==> src/design/div_cfg.svh <==
`ifndef DIV_CFG_SVH
`define DIV_CFG_SVH

// Operand and result width in bits.
`define DIV_XLEN 32

// Destination register tag width.
`define DIV_TAG_W 5

`endif

==> src/design/div_core_pkg.sv <==
`default_nettype none
`include "div_cfg.svh"

package div_core_pkg;

    // Magnitudes handed to the unsigned core.
    typedef struct packed {
        logic [`DIV_XLEN-1:0] dividend_mag;
        logic [`DIV_XLEN-1:0] divisor_mag;
    } div_job_t;

    // Carried alongside the job and applied to the core outputs.
    typedef struct packed {
        logic                  neg_quot;
        logic                  neg_rem;
        logic                  want_rem;
        logic [`DIV_TAG_W-1:0] tag;
    } div_fix_t;

    // Divider FSM states.
    typedef enum logic [2:0] {
        IDLE,
        DIVIDE,
        DONE,
        DONE_ERROR
    } core_state_e;

endpackage

`default_nettype wire

==> src/design/rv_div_pkg.sv <==
`default_nettype none
`include "div_cfg.svh"

package rv_div_pkg;

    // ########################################################################
    // Operation codes, equal to funct3[1:0] of the M extension divides.
    // ########################################################################

    typedef enum logic [1:0] {
        OP_DIV  = 2'b00,  // Signed quotient.
        OP_DIVU = 2'b01,  // Unsigned quotient.
        OP_REM  = 2'b10,  // Signed remainder.
        OP_REMU = 2'b11   // Unsigned remainder.
    } div_op_e;

    // ########################################################################
    // Request and response as seen by the issue and writeback stages.
    // ########################################################################

    typedef struct packed {
        div_op_e                 op;
        logic [`DIV_TAG_W-1:0]   tag;       // Destination register.
        logic [`DIV_XLEN-1:0]    dividend;  // rs1.
        logic [`DIV_XLEN-1:0]    divisor;   // rs2.
    } div_req_t;

    typedef struct packed {
        logic [`DIV_TAG_W-1:0]   tag;
        logic [`DIV_XLEN-1:0]    result;
        logic                    div_zero;  // Divisor was zero.
    } div_resp_t;

endpackage

`default_nettype wire

==> src/design/div_operand_prep.sv <==
`timescale 1ns/1ps
`default_nettype none
`include "div_cfg.svh"

module div_operand_prep
    import rv_div_pkg::*;
    import div_core_pkg::*;
(
    input  wire               clk,
    input  wire               rst,
    input  wire               start,
    input  wire  div_req_t    req,
    output logic              ready,
    input  wire  logic        core_ready,
    output logic              job_valid,
    output div_job_t          job,
    output div_fix_t          fix
);

    localparam int XLEN = `DIV_XLEN;

    logic            accept;
    logic            handover;
    logic            is_signed;
    logic            sign_a;
    logic            sign_b;
    logic [XLEN-1:0] mag_a;
    logic [XLEN-1:0] mag_b;

    assign handover = job_valid && core_ready;
    assign ready    = !job_valid || core_ready;  // Free now or drains this edge.
    assign accept   = start && ready;

    // ########################################################################
    // Sign stripping
    // ########################################################################

    assign is_signed = (req.op == OP_DIV) || (req.op == OP_REM);
    assign sign_a    = is_signed && req.dividend[XLEN-1];
    assign sign_b    = is_signed && req.divisor[XLEN-1];
    assign mag_a     = sign_a ? -req.dividend : req.dividend;  // INT_MIN stays 2^31.
    assign mag_b     = sign_b ? -req.divisor : req.divisor;

    // ########################################################################
    // One-entry request register
    // ########################################################################

    always_ff @(posedge clk) begin
        if (rst) begin
            job_valid <= 1'b0;
        end else if (accept) begin
            job_valid <= 1'b1;
        end else if (handover) begin
            job_valid <= 1'b0;
        end
    end

    always_ff @(posedge clk) begin
        if (accept) begin
            job.dividend_mag <= mag_a;
            job.divisor_mag  <= mag_b;
            fix.neg_quot     <= (req.op == OP_DIV) && (sign_a ^ sign_b);
            fix.neg_rem      <= (req.op == OP_REM) && sign_a;
            fix.want_rem     <= (req.op == OP_REM) || (req.op == OP_REMU);
            fix.tag          <= req.tag;
        end
    end

    // A waiting entry stays put until the core takes it.
    a_hold_until_taken: assert property (
        @(posedge clk) disable iff (rst)
        job_valid && !core_ready |=> job_valid && $stable(job) && $stable(fix)
    );

endmodule

`default_nettype wire

==> src/design/div_result_fix.sv <==
`timescale 1ns/1ps
`default_nettype none
`include "div_cfg.svh"

module div_result_fix
    import rv_div_pkg::*;
    import div_core_pkg::*;
(
    input  wire                       clk,
    input  wire                       rst,
    input  wire                       valid,
    input  wire                       error,
    input  wire  [`DIV_XLEN-1:0]      quotient,
    input  wire  [`DIV_XLEN-1:0]      remainder,
    input  wire  div_fix_t            fix,
    output logic                      done,
    output div_resp_t                 resp
);

    localparam int XLEN = `DIV_XLEN;

    logic [XLEN-1:0] quot_fixed;
    logic [XLEN-1:0] rem_fixed;
    logic [XLEN-1:0] sel_result;

    // ########################################################################
    // RISC-V sign rules
    // ########################################################################

    // Divide by zero keeps the all-ones quotient whatever the signs.
    assign quot_fixed = (fix.neg_quot && !error) ? -quotient : quotient;

    // Remainder follows the dividend, which also restores it on a zero divisor.
    assign rem_fixed  = fix.neg_rem ? -remainder : remainder;

    assign sel_result = fix.want_rem ? rem_fixed : quot_fixed;

    // ########################################################################
    // Response register
    // ########################################################################

    always_ff @(posedge clk) begin
        if (rst) begin
            done <= 1'b0;
        end else begin
            done <= valid;
        end
    end

    always_ff @(posedge clk) begin
        if (valid) begin
            resp.tag      <= fix.tag;
            resp.result   <= sel_result;
            resp.div_zero <= error;
        end
    end

    // A zero divisor arrives from the core as an all-ones quotient.
    a_error_all_ones: assert property (
        @(posedge clk) disable iff (rst) error |-> (quotient == '1)
    );

endmodule

`default_nettype wire

==> src/design/div_unit.sv <==
`timescale 1ns/1ps
`default_nettype none
`include "div_cfg.svh"

module div_unit
    import rv_div_pkg::*;
    import div_core_pkg::*;
(
    input  wire               clk,
    input  wire               rst,
    input  wire               start,
    input  wire  div_req_t    req,
    output logic              ready,
    output logic              done,
    output div_resp_t         resp
);

    logic                  core_ready;
    logic                  job_valid;
    div_job_t              job;
    div_fix_t              fix_to_core;
    div_fix_t              fix_from_core;
    logic                  core_valid;
    logic                  core_error;
    logic [`DIV_XLEN-1:0]  quotient;
    logic [`DIV_XLEN-1:0]  remainder;

    div_operand_prep prep0 (
        .clk        (clk),
        .rst        (rst),
        .start      (start),
        .req        (req),
        .ready      (ready),
        .core_ready (core_ready),
        .job_valid  (job_valid),
        .job        (job),
        .fix        (fix_to_core)
    );

    div_unsigned_core core0 (
        .clk        (clk),
        .rst        (rst),
        .start      (job_valid),
        .ready      (core_ready),
        .valid      (core_valid),
        .error      (core_error),
        .job        (job),
        .fix_in     (fix_to_core),
        .fix_out    (fix_from_core),
        .quotient   (quotient),
        .remainder  (remainder)
    );

    div_result_fix fix0 (
        .clk        (clk),
        .rst        (rst),
        .valid      (core_valid),
        .error      (core_error),
        .quotient   (quotient),
        .remainder  (remainder),
        .fix        (fix_from_core),
        .done       (done),
        .resp       (resp)
    );

endmodule

`default_nettype wire

==> src/design/div_unsigned_core.sv <==
`timescale 1ns/1ps
`default_nettype none
`include "div_cfg.svh"

module div_unsigned_core
    import div_core_pkg::*;
(
    input  wire                       clk,
    input  wire                       rst,
    input  wire                       start,
    output logic                      ready,
    output logic                      valid,
    output logic                      error,
    input  wire  div_job_t            job,
    input  wire  div_fix_t            fix_in,
    output div_fix_t                  fix_out,
    output logic [`DIV_XLEN-1:0]      quotient,
    output logic [`DIV_XLEN-1:0]      remainder
);

    localparam int XLEN = `DIV_XLEN;

    core_state_e       state;
    logic [XLEN:0]     count;            // One-hot, top bit marks the check cycle.
    logic [2*XLEN-1:0] shifted_divisor;
    logic [XLEN-1:0]   divisor_q;
    logic              check_cycle;
    logic              fits;

    assign ready = (state == IDLE);
    assign valid = (state == DONE) || (state == DONE_ERROR);
    assign error = (state == DONE_ERROR);

    assign check_cycle = count[XLEN];
    assign fits        = {{XLEN{1'b0}}, remainder} >= shifted_divisor;

    // ########################################################################
    // State register
    // ########################################################################

    always_ff @(posedge clk) begin
        if (rst) begin
            state <= IDLE;
        end else begin
            case (state)
                IDLE: begin
                    if (start) begin
                        state <= DIVIDE;
                    end
                end
                DIVIDE: begin
                    if (check_cycle) begin
                        if (divisor_q == '0) begin
                            state <= DONE_ERROR;
                        end else if (divisor_q > remainder) begin
                            state <= DONE;  // Quotient is zero.
                        end
                    end else if (count[0]) begin
                        state <= DONE;
                    end
                end
                default: state <= IDLE;
            endcase
        end
    end

    // ########################################################################
    // Datapath
    // ########################################################################

    always_ff @(posedge clk) begin
        case (state)
            IDLE: begin
                if (start) begin
                    remainder       <= job.dividend_mag;
                    quotient        <= '0;
                    divisor_q       <= job.divisor_mag;
                    shifted_divisor <= {1'b0, job.divisor_mag, {(XLEN-1){1'b0}}};
                    count           <= {1'b1, {XLEN{1'b0}}};
                    fix_out         <= fix_in;
                end
            end
            DIVIDE: begin
                if (check_cycle) begin
                    if (divisor_q == '0) begin
                        quotient <= '1;  // Remainder already holds the dividend.
                    end
                end else begin
                    if (fits) begin
                        remainder <= remainder - shifted_divisor[XLEN-1:0];
                        quotient  <= quotient | count[XLEN-1:0];
                    end
                    shifted_divisor <= shifted_divisor >> 1;
                end
                count <= count >> 1;
            end
            default: ;
        endcase
    end

    a_valid_one_cycle: assert property (
        @(posedge clk) disable iff (rst) valid |=> !valid
    );

    a_error_is_valid: assert property (
        @(posedge clk) disable iff (rst) error |-> valid
    );

    a_ready_not_valid: assert property (
        @(posedge clk) disable iff (rst) !(ready && valid)
    );

endmodule

`default_nettype wire

==> config.mk <==
export PLATFORM = sky130hd
export DESIGN_NAME = div_unit
export DESIGN_NICKNAME = d
export VERILOG_FILES = /design/src/design/div_core_pkg.sv /design/src/design/rv_div_pkg.sv /design/src/design/div_operand_prep.sv /design/src/design/div_result_fix.sv /design/src/design/div_unit.sv /design/src/design/div_unsigned_core.sv
export VERILOG_INCLUDE_DIRS = /design/src /design/src/design
export SDC_FILE = /design/constraint.sdc
export NUM_CORES = 1
export LEC_CHECK = 0
export ABC_AREA = 1
export BUFFER_PORTS_ARGS = -buffer_cell sky130_fd_sc_hd__buf_2
export CAP_MARGIN = 20
export CORE_MARGIN = 1.5
export CORE_UTILIZATION = 60
export CTS_CLUSTER_SIZE = 40
export DETAILED_ROUTE_END_ITERATION = 10
export PLACE_DENSITY_LB_ADDON = 0.05
export SKIP_LAST_GASP = 1
export SLEW_MARGIN = 10
export SYNTH_ARGS = -nofsm -noshare
export SYNTH_HDL_FRONTEND = slang
export SYNTH_SLANG_ARGS = --single-unit
==> constraint.sdc <==
create_clock -name clk -period 8.8 [get_ports clk]
set_input_delay 0.88 -clock clk [delete_from_list [all_inputs] [get_ports clk]]
set_output_delay 0.88 -clock clk [all_outputs]
set_load 0.05 [all_outputs]
**Word-level counts from Yosys, hierarchy flattened**

Cells that the tools add are included.

- Flip-flop bits (word level): 316
- Input port bits: 74
- Output and inout bits: 40
- Word-level logic and storage cells: 93

- $add $sub $neg: 5
- Order comparisons: 2
- Equality and inequality tests: 12
- Mux-type cells: 27
- Bitwise logic cells: 2
- Reduce and logical (&&, ||, !) cells: 24

Operator list:

| kind | count |
|---|---|
| $mux W32 | 12 |
| $mux W64 | 2 |
| $neg A32 Y32 | 4 |
| $pmux W32 S2 | 2 |
| $pmux W64 S2 | 1 |
| $pmux W33 S2 | 1 |
| $ge A32 B64 Y1 | 1 |
| $mux W33 | 1 |
| $gt A32 B32 Y1 | 1 |
| $logic_not A32 Y1 | 1 |
| $or A32 B32 Y32 | 1 |
| $sub A32 B32 Y32 | 1 |
| $mux W3 | 5 |
| $reduce_and A4 Y1 | 2 |
| $logic_and A1 B1 Y1 | 7 |
| $eq A3 B2 Y1 const B | 2 |
| $ne A3 B1 Y1 const B | 2 |
| $pmux W3 S2 | 1 |
| $reduce_and A3 Y1 | 2 |
| $eq A2 B2 Y1 const B | 2 |
| $logic_or A1 B1 Y1 | 4 |
| $ne A2 B2 Y1 const B | 2 |
| $ne A4 B4 Y1 const B | 1 |
| $reduce_and A2 Y1 | 2 |
| 9 further kinds | 12 |

**Longest topological paths before layout**

Gate-level depths: netlist (run 1).

- Word-level depth: 5
- Gate-level depth with buffers: 18
- Depth with buffers taken out: 18

**Modules after synthesis**

From an unflattened synthesis (run 1), not the netlist that was laid out.

- Cell total of the unflattened synthesis: 2157
- Area total of the unflattened synthesis: 18340.1 um^2

By module, submodules not included:

| module | instances | cells each | area an instance (um^2) | seq. area each (um^2) |
|---|---|---|---|---|
| div_unsigned_core | 1 | 1131 | 10651.5 | 6045.8 |
| div_operand_prep | 1 | 495 | 4255.3 | 2182.1 |
| div_result_fix | 1 | 531 | 3433.3 | 1161.1 |

**Worst setup path after synthesis (run 1)**

No wires, ideal clock.

- Path type: register to register
- Start: register core0.state[1]
- End: register core0.remainder[0] (enable)
- Library setup time: 387 ps
- Arrival: 5836 ps
- Required time: 8413 ps
- Path slack: 2577 ps
- Stages on the path, launching flop included: 9
- Path buffers: 0
- Period minus slack after synthesis: 6223 ps
- Path through: dfxtp_1 > nor2_1 > inv_1 > nor2_1 > nor2_1 > inv_1 > nor2_1 > nand2_1 > inv_1

- Word-level cells in the longest chain between the ends: 3
- Elaborated cells between the ends (all ways): 7
- Those cells by class: eq/ne (4); reduce/logical (3)

RTL lines:

| what | RTL line | source |
|---|---|---|
| from (decl) | div_unsigned_core.sv:23 | `core_state_e state;` |
| from (signal assigned) | div_unsigned_core.sv:43 | `state <= IDLE;` |
| from (signal assigned) | div_unsigned_core.sv:48 | `state <= DIVIDE;` |
| from (signal assigned) | div_unsigned_core.sv:54 | `state <= DONE_ERROR;` |
| $eq A3 B1 Y1 / $logic_not A3 Y1 (equally long branches) | div_unsigned_core.sv:72 | `case (state)` |
| $ne A2 B2 Y1 (no source line) (tied with other cells) | n/a |  |
| $reduce_and A4 Y1 (no source line) (*) | n/a |  |
| to (signal assigned) | div_unsigned_core.sv:75 | `remainder <= job.dividend_mag;` |
| to (signal assigned) | div_unsigned_core.sv:90 | `remainder <= remainder - shifted_divisor[XLEN-1:0];` |
| to (decl) | div_unsigned_core.sv:18 | `` output logic [`DIV_XLEN-1:0] remainder `` |

Every way passes the cells marked *; elsewhere a longest branch is shown, timed or not.
A chain may end at the register's enable or synchronous reset.

**Worst setup path in the final report (run 1)**

- Start: register core0.state[1]
- End: register core0.remainder[9] (enable)

The elaborated chain is that of the path after synthesis.

==> qor.yml, run 1 <==
grt_pass1_wl_um: 67600
synth-seq-cells: 314
hpwl_um: 32100
yosys-top-cells-area: "edfxtp_1 53%, nand2_1 8.6%, nor2_1 5.1%, inv_1 4.9%, ha_1 4.9%"
cts_tree: "yes"
post_dp_cell_area_um2: 18500
portBuffers: 113
cts_setup_buffers: 0
grt_start_max_net_pins: 103
fp.dieArea_um2: 30200
drt_iter0_markers: 1533
reg2reg_slack_ns: 4.90
synth-adder-area-share_pct: 4.98
via_per_inst: 5.64
slew_headroom_pct: 23.9
fin_cells: 2441
yosys.area_share.simple_pct: 21.3
syn_nets: 2060
syn_inst: 1917
synth_top_family_by_area: "simple AND/OR/NAND/NOR gates"
synth_top_area_share_pct: 53.2
grtUsageTotal_pct: 28.7
worst_pin_slew_ns: 1.14
fin_crit_ns: 3.90
ys_warn_count: 0
finalSetupViolCount: 0
post-place-ws_ns: 4.50
drt-total-wl_um: 43600
hold_violations: 0
num_rows: 62
fin_hold_ws_ns: 0.415
ir_worst_vdd_mv: 0.109
post-route-period-util_pct: 44.3
yosysTopAreaCell: "edfxtp_1"
min_path_type: "flop to flop"
yosysSeqAreaShare_pct: 53.7
synth_xor_area_share_pct: 3.60
cts_buffers: 34
nNetsFinal: 2176
design_area_um2: 19600
maxCapViolations: 0
clkTransAtPathRegs_ns: 0.06
wl_per_cell_um: 17.8
clock-root-buffer: "clkbuf_16"
hold_depth: 0
ys.flop_type: "edfxtp_1"
antenna_found_initial: 0
worstSetupStartpointType: "flop"
cp.required_ns: 8.99
reg2reg_depth: 11
initial_core_util_pct: 61.0
drtPass1Iterations: 6
final.setup.tns_ns: 0
die_x_um: 174
core_um2: 28700
hold_buffers: 0
synth_compound_area_share_pct: 9.94
timing.rr.start: "core0.state[1]"
async_flop_share_pct: 0
muxShareOfSynthArea_pct: 0
end_kind: "flop"
synthDistinctLibCells: 49
area_growth_pct: 12.3
synth_area_um2: 17500
postSynthAreaPerCell_um2: 9.13
setup_slack_ns: 4.90
fmax_mhz: 257
drc: 0
grt_overflow: 0
via_count: 13800
power.density_nw_per_um2: 227
rsz0062_at_grt: "false"
cts_resized: 0
diodes: 0
r2r-end: "core0.remainder[9]"
cp_max_fo: 64
layout-drive-gt1-share_pct: 12.7
io_pins: 114
utilization_pct: 68.4
holdCritStartpoint: "prep0.fix[6]"
postRouteAntennaNets: 0
finalMaxSlewViolations: 0
leakage_nw: 8.24
power_mw: 4.47
path_class: "flop to flop"
hold_path_end: "core0.fix_out[6]"
clock_path_buffers: 3
die_h_um: 174
critPathArrivalTime_ns: 4.08
clock_skew_ns: 0.0261
cts.sinks: 314
gp_congestion: 0.928
clock_latency_ns: 0.53
grt_pass1_vias: 12500
htree_levels: 2
dp.cells: 2378
status: "complete, no violations"
synth_edf_count: 310
worst max-delay path by stage:
stage,from,depth (start not counted),endpoint
floorplan,core0.state[1],8,core0.remainder[0]
global placement,core0.state[1],11,core0.remainder[9]
detailed placement,core0.state[1],11,core0.remainder[9]
CTS,core0.state[1],11,core0.remainder[9]
global route,core0.state[1],11,core0.remainder[14]
finish,core0.state[1],11,core0.remainder[9]
final cells by class:
type / count / area, µm²
sequential: 314 / 9390
fill: 2328 / 9060
multi-input combinational: 1304 / 7000
inverter: 252 / 948
clock buffer: 41 / 898
timing repair buffer: 127 / 723
tap: 384 / 480
clock inverter: 19 / 206
Yosys cell counts, types with 4 or more instances:
library cell and number:
o21ai_2 10, clkbuf_1 35, nor3_1 39, ha_1 68, o22ai_1 5, nand4_1 29, o21a_1 5, nor2_2 10
buf_2 11, clkinv_1 4, nor4_1 8, o21ai_1 31, a31oi_1 37, nor3_2 6, nand2_2 6, xnor2_1 22
nand3_1 79, nand2_1 403, o21ai_0 104, nor2_1 236, dfxtp_1 4, xor2_1 50, inv_2 18, a21o_1 4
inv_1 230, nor2_4 4, a21oi_2 4, nand3_2 5, edfxtp_1 310, a21oi_1 97, o31ai_1 6, nand3b_1 7
registers in the layout, indices dropped and copies added, names as in the netlist:
signal and cells:
prep0.fix 8, core0.shifted_divisor 63, core0.remainder 32, core0.state 2, core0.divisor_q 32, fix0.done 1
core0.fix_out 8, prep0.job_valid 1, prep0.job 64, core0.quotient 32, core0.count 33, fix0.resp 38
placed cells by master (no fill, tap or decap), types with 7 or more instances in the layout:
cell and instances:
inv_1 229, nor4_1 8, inv_2 18, xnor2_1 22
nor2_2 10, nor2_1 232, xor2_1 50, nand4_1 29
o21ai_0 104, buf_4 11, nand3_1 79, edfxtp_1 310
o21ai_2 10, a21oi_1 97, nand3b_1 7, nor3_1 39
clkbuf_16 35, clkinv_1 9, o21ai_1 31, ha_1 68
nor2_4 8, nand2_1 403, a31oi_1 37, buf_2 113
cells by family (layout without fill, tap and decap cells):
group	after synthesis	count (layout)
XOR/XNOR	72	72
adder cells (fa/ha/maj)	69	69
buffers and inverters	299	439
AO/OA/AOI/OAI	312	312
flip-flops	314	314
AND/OR/NAND/NOR	851	851
critical path, cell delays in order (launching register included):
cell,delay (ns)
dfxtp_2,0.73
nor2_1,0.17
inv_1,0.15
nor2_1,0.09
nor2_2,0.07
buf_4,0.42
inv_1,0.17
nor2_4,0.10
buf_4,0.66
nand2_1,0.12
inv_1,0.47
buf_4,0.39
power breakdown:
group | switching, mW | internal [mW]
logic | 0.705 | 0.327
clock network | 0.577 | 0.848
registers | 0.127 | 1.88
total | 1.41 | 3.06
metal layers:
metal / wire length [µm] / track usage (%) / share of wire [%] / vias up
li1: - / - / - / 6732
met1: 19800 / 42.9 / 46 / 6389
met2: 19200 / 44.1 / 44 / 576
met3: 3430 / 4.19 / 7.9 / 77
met4: 1070 / 7.61 / 2.5 / 0
met5: 0 / 0 / 0 / -
(Power assumes the default switching activity.)
==> run 2: changes to the inputs <==
==> constraint.sdc (replaced) <==
create_clock -name clk -period 3.9 [get_ports clk]
set_input_delay 0.39 -clock clk [delete_from_list [all_inputs] [get_ports clk]]
set_output_delay 0.39 -clock clk [all_outputs]
set_load 0.05 [all_outputs]
==> qor.yml, run 2 (synthesis results as in run 1) <==
grt_overflow: 0
slew_headroom_pct: 40.8
clkTransAtPathRegs_ns: 0.06
num_rows: 62
grtUsageTotal_pct: 29.7
initial_core_util_pct: 61.0
area_growth_pct: 11.9
cts_buffers: 34
cts.sinks: 314
drc: 0
utilization_pct: 68.2
layout-drive-gt1-share_pct: 12.7
hpwl_um: 33500
finalMaxSlewViolations: 0
reg.largest.list: "prep0.job (64), core0.shifted_divisor (63), fix0.resp (38)"
cts_tree: "yes"
postRouteAntennaNets: 0
ir_worst_vdd_mv: 0.300
antenna_found_initial: 0
gp_congestion: 0.976
final.setup.tns_ns: 0
cp_max_fo: 32
via_per_inst: 5.72
portBuffers: 113
wl_per_cell_um: 18.1
drt-total-wl_um: 44300
worst_pin_slew_ns: 0.886
power_mw: 9.90
diodes: 0
nNetsFinal: 2179
power.density_nw_per_um2: 506
rsz0062_at_grt: "false"
post_dp_cell_area_um2: 18500
min_path_type: "input port to flop"
status: "complete, no violations"
io_pins: 114
largest_reg_flops: 64
layout_common_cells: "403 x nand2_1, 310 x edfxtp_1, 232 x nor2_1"
cts_resized: 0
die_x_um: 174
worstSetupStartpointType: "flop"
fin_crit_ns: 2.89
layout_commonest_cell: "nand2_1"
path_class: "flop to flop"
critPathArrivalTime_ns: 3.06
die_h_um: 174
clock_path_buffers: 3
fmax_mhz: 346
fin_hold_ws_ns: 0.0306
max_flop_register: "prep0.job"
grt_start_max_net_pins: 175
grt_pass1_vias: 13200
clock_skew_ns: 0.0266
post-route-period-util_pct: 74.0
end_kind: "flop"
drtPass1Iterations: 6
via_count: 14000
core_um2: 28700
hold_buffers: 0
maxCapViolations: 0
leakage_nw: 8.23
clock_latency_ns: 0.53
htree_levels: 2
design_area_um2: 19600
drt_iter0_markers: 1535
clock-root-buffer: "clkbuf_16"
fp.dieArea_um2: 30200
grt_pass1_wl_um: 69700
hold_violations: 0
cts_setup_buffers: 0
cp.required_ns: 4.07
finalSetupViolCount: 0
run 2: final timing paths:
| kind | to | depth (start not counted) | slack, ns | from |
|---|---|---|---|---|
| min reg2reg | core0.fix_out[2] | 0 | 0.42 | prep0.fix[2] |
| min | prep0.fix[3] | 1 | 0.03 | req[67] |
| max | core0.quotient[16] | 13 | 1.01 | core0.remainder[0] |
| max reg2reg | core0.quotient[16] | 13 | 1.01 | core0.remainder[0] |
run 2: area by class of cell:
cell class | count | area [µm²]
multi-input cells | 1304 | 7000
inverters | 252 | 948
flip-flops and latches | 314 | 9390
clock buffers | 42 | 902
clock inverters | 17 | 128
repair buffers | 130 | 726
fillers | 2327 | 9120
well taps | 384 | 480
run 2: power breakdown:
group          switching [mW]  internal, mW  total [mW]
registers               0.246          4.25        4.49
logic                    1.64         0.742        2.38
clock network            1.30          1.72        3.03
run 2: worst max-delay path: stages (launching register included):
cell	delay, ns
edfxtp_1	0.41
inv_1	0.08
ha_1	0.22
fa_1	0.43
o21ai_2	0.23
a21oi_2	0.12
o21ai_2	0.22
nand2_1	0.07
nand2_1	0.06
nand2_1	0.06
nand4_1	0.13
nand2_1	0.06
inv_1	0.05
buf_4	0.39
run 2: layer usage:
| layer | track usage [%] | wire [µm] | vias up | part of all wire, % |
|---|---|---|---|---|
| met1 | 41.9 | 19200 | 6539 | 43 |
| met4 | 11.1 | 1560 | 0 | 3.5 |
| met3 | 3.88 | 3330 | 102 | 7.5 |
| met2 | 47.2 | 20200 | 606 | 46 |
| met5 | 0 | 0 | - | 0 |
| li1 | - | - | 6738 | - |
run 2: stage by stage:
stage	std cells	setup slack, ns
after detailed placement	2383	1.01
final	2443	1.01
after global placement	2383	1.03
after CTS	2442	1.02
after floorplan	1917	0.294
after global routing	2443	0.774
==> run 3: changes to the inputs <==
==> constraint.sdc (replaced) <==
create_clock -name clk -period 3 [get_ports clk]
set_input_delay 0.3 -clock clk [delete_from_list [all_inputs] [get_ports clk]]
set_output_delay 0.3 -clock clk [all_outputs]
set_load 0.05 [all_outputs]
==> qor.yml, run 3 (synthesis results as in run 1) <==
cts_buffers: 34
worst_pin_slew_ns: 0.764
max_flop_register: "prep0.job"
end_kind: "flop"
via_count: 14000
cts_resized: 0
leakage_nw: 8.33
antenna_found_initial: 0
fin_hold_ws_ns: 0.0341
cp_max_fo: 32
reg.largest.list: "prep0.job (64), core0.shifted_divisor (63), fix0.resp (38)"
gp_congestion: 0.952
die_x_um: 174
area_growth_pct: 13.3
critPathArrivalTime_ns: 2.93
largest_reg_flops: 64
drt_iter0_markers: 1497
worstSetupStartpointType: "flop"
min_path_type: "input port to flop"
holdCritStartpoint: "req[70]"
grt_pass1_vias: 13000
grt_pass1_wl_um: 69500
nNetsFinal: 2196
clock_skew_ns: 0.0169
die_h_um: 174
reg2reg_slack_ns: 0.28
utilization_pct: 69.0
clkTransAtPathRegs_ns: 0.06
cts.sinks: 314
ir_worst_vdd_mv: 0.358
slew_headroom_pct: 49.1
portBuffers: 113
clock_latency_ns: 0.52
cp.required_ns: 3.21
fin_crit_ns: 2.72
postRouteAntennaNets: 0
drtPass1Iterations: 6
power.density_nw_per_um2: 658
via_per_inst: 5.68
hold_violations: 0
timing.rr.start: "core0.remainder[0]"
num_rows: 62
register_area_um2: 9390
hold_buffers: 8
post-route-period-util_pct: 90.5
fp.dieArea_um2: 30200
layout_common_cells: "402 x nand2_1, 310 x edfxtp_1, 230 x nor2_1"
finalSetupViolCount: 0
drc: 0
drt-total-wl_um: 44500
reg2reg_depth: 13
cts_tree: "yes"
diodes: 0
wl_per_cell_um: 18.1
layout_commonest_cell: "nand2_1"
clock_path_buffers: 3
clock-root-buffer: "clkbuf_16"
hpwl_um: 33600
initial_core_util_pct: 61.0
cts_setup_buffers: 0
layout-drive-gt1-share_pct: 13.5
maxCapViolations: 0
hold_path_end: "prep0.fix[5]"
grt_start_max_net_pins: 175
r2r-end: "core0.quotient[25]"
multiInputGateArea_um2: 7020
rsz0062_at_grt: "false"
hold_depth: 1
htree_levels: 2
fmax_mhz: 368
grtUsageTotal_pct: 29.5
status: "complete, no violations"
core_um2: 28700
path_class: "flop to flop"
grt_overflow: 0
io_pins: 114
finalMaxSlewViolations: 0
fillers: 2312
==> run 3: worst max path at each step <==
stage	startpoint	end	slack, ns	cells past startpoint
final	core0.remainder[0]	core0.quotient[25]	0.28	13
after global routing	core0.remainder[0]	core0.quotient[13]	0.12	13
after CTS	core0.remainder[0]	core0.quotient[3]	0.29	13
after detailed placement	core0.remainder[0]	core0.quotient[16]	0.28	13
after global placement	core0.remainder[0]	core0.quotient[15]	0.33	13
after floorplan	core0.state[1]	core0.remainder[0]	-0.13	8
==> run 3: routing by layer <==
metal  share of wire (%)  global-route usage (%)  up-vias
li1                    -                       -     6767
met1                  45                    42.6     6537
met2                  46                    47.8      594
met3                 7.0                    3.82       74
met4                 2.1                    6.65        0
met5                   0                       0        -
==> run 3: worst max-delay path: stages (launching register included) <==
cell and delay [ns]:
edfxtp_1 0.41, inv_1 0.08, ha_1 0.22, fa_1 0.42, o21ai_2 0.23, a21oi_2 0.12, o21ai_2 0.23, nand2_1 0.08
nand2_1 0.07, nand2_1 0.06, nand4_1 0.08, nand2_1 0.07, inv_1 0.10, buf_12 0.22
==> run 3: through the flow <==
stage / cell area, µm² / TNS [ns] / setup slack (ns) / total power [mW] / instances
CTS: 19800 / 0 / 0.287 / 13.0 / 2460
floorplan: 17500 / -4.10 / -0.128 / 7.98 / 1917
finish: 19800 / 0 / 0.284 / 13.0 / 2460
global placement: 18700 / 0 / 0.333 / 8.95 / 2393
global route: 19800 / 0 / 0.121 / 13.7 / 2460
detailed placement: 18700 / 0 / 0.278 / 9.01 / 2393
==> run 3: final cells by class <==
class                   instances  share of cell area [%]
inverters                     252                    4.81
well taps                     384                    2.42
repair buffers                147                    4.56
clock inverters                20                   0.972
clock buffers                  39                    4.39
flip-flops and latches        314                    47.4
multi-input cells            1304                    35.4
==> run 3: report_power, final <==
group          total (mW)  internal, mW  switching (mW)
Combinational        3.15          1.00            2.15
Sequential           5.84          5.52           0.323
Clock                4.03          2.35            1.69
Total                13.0          8.87            4.16
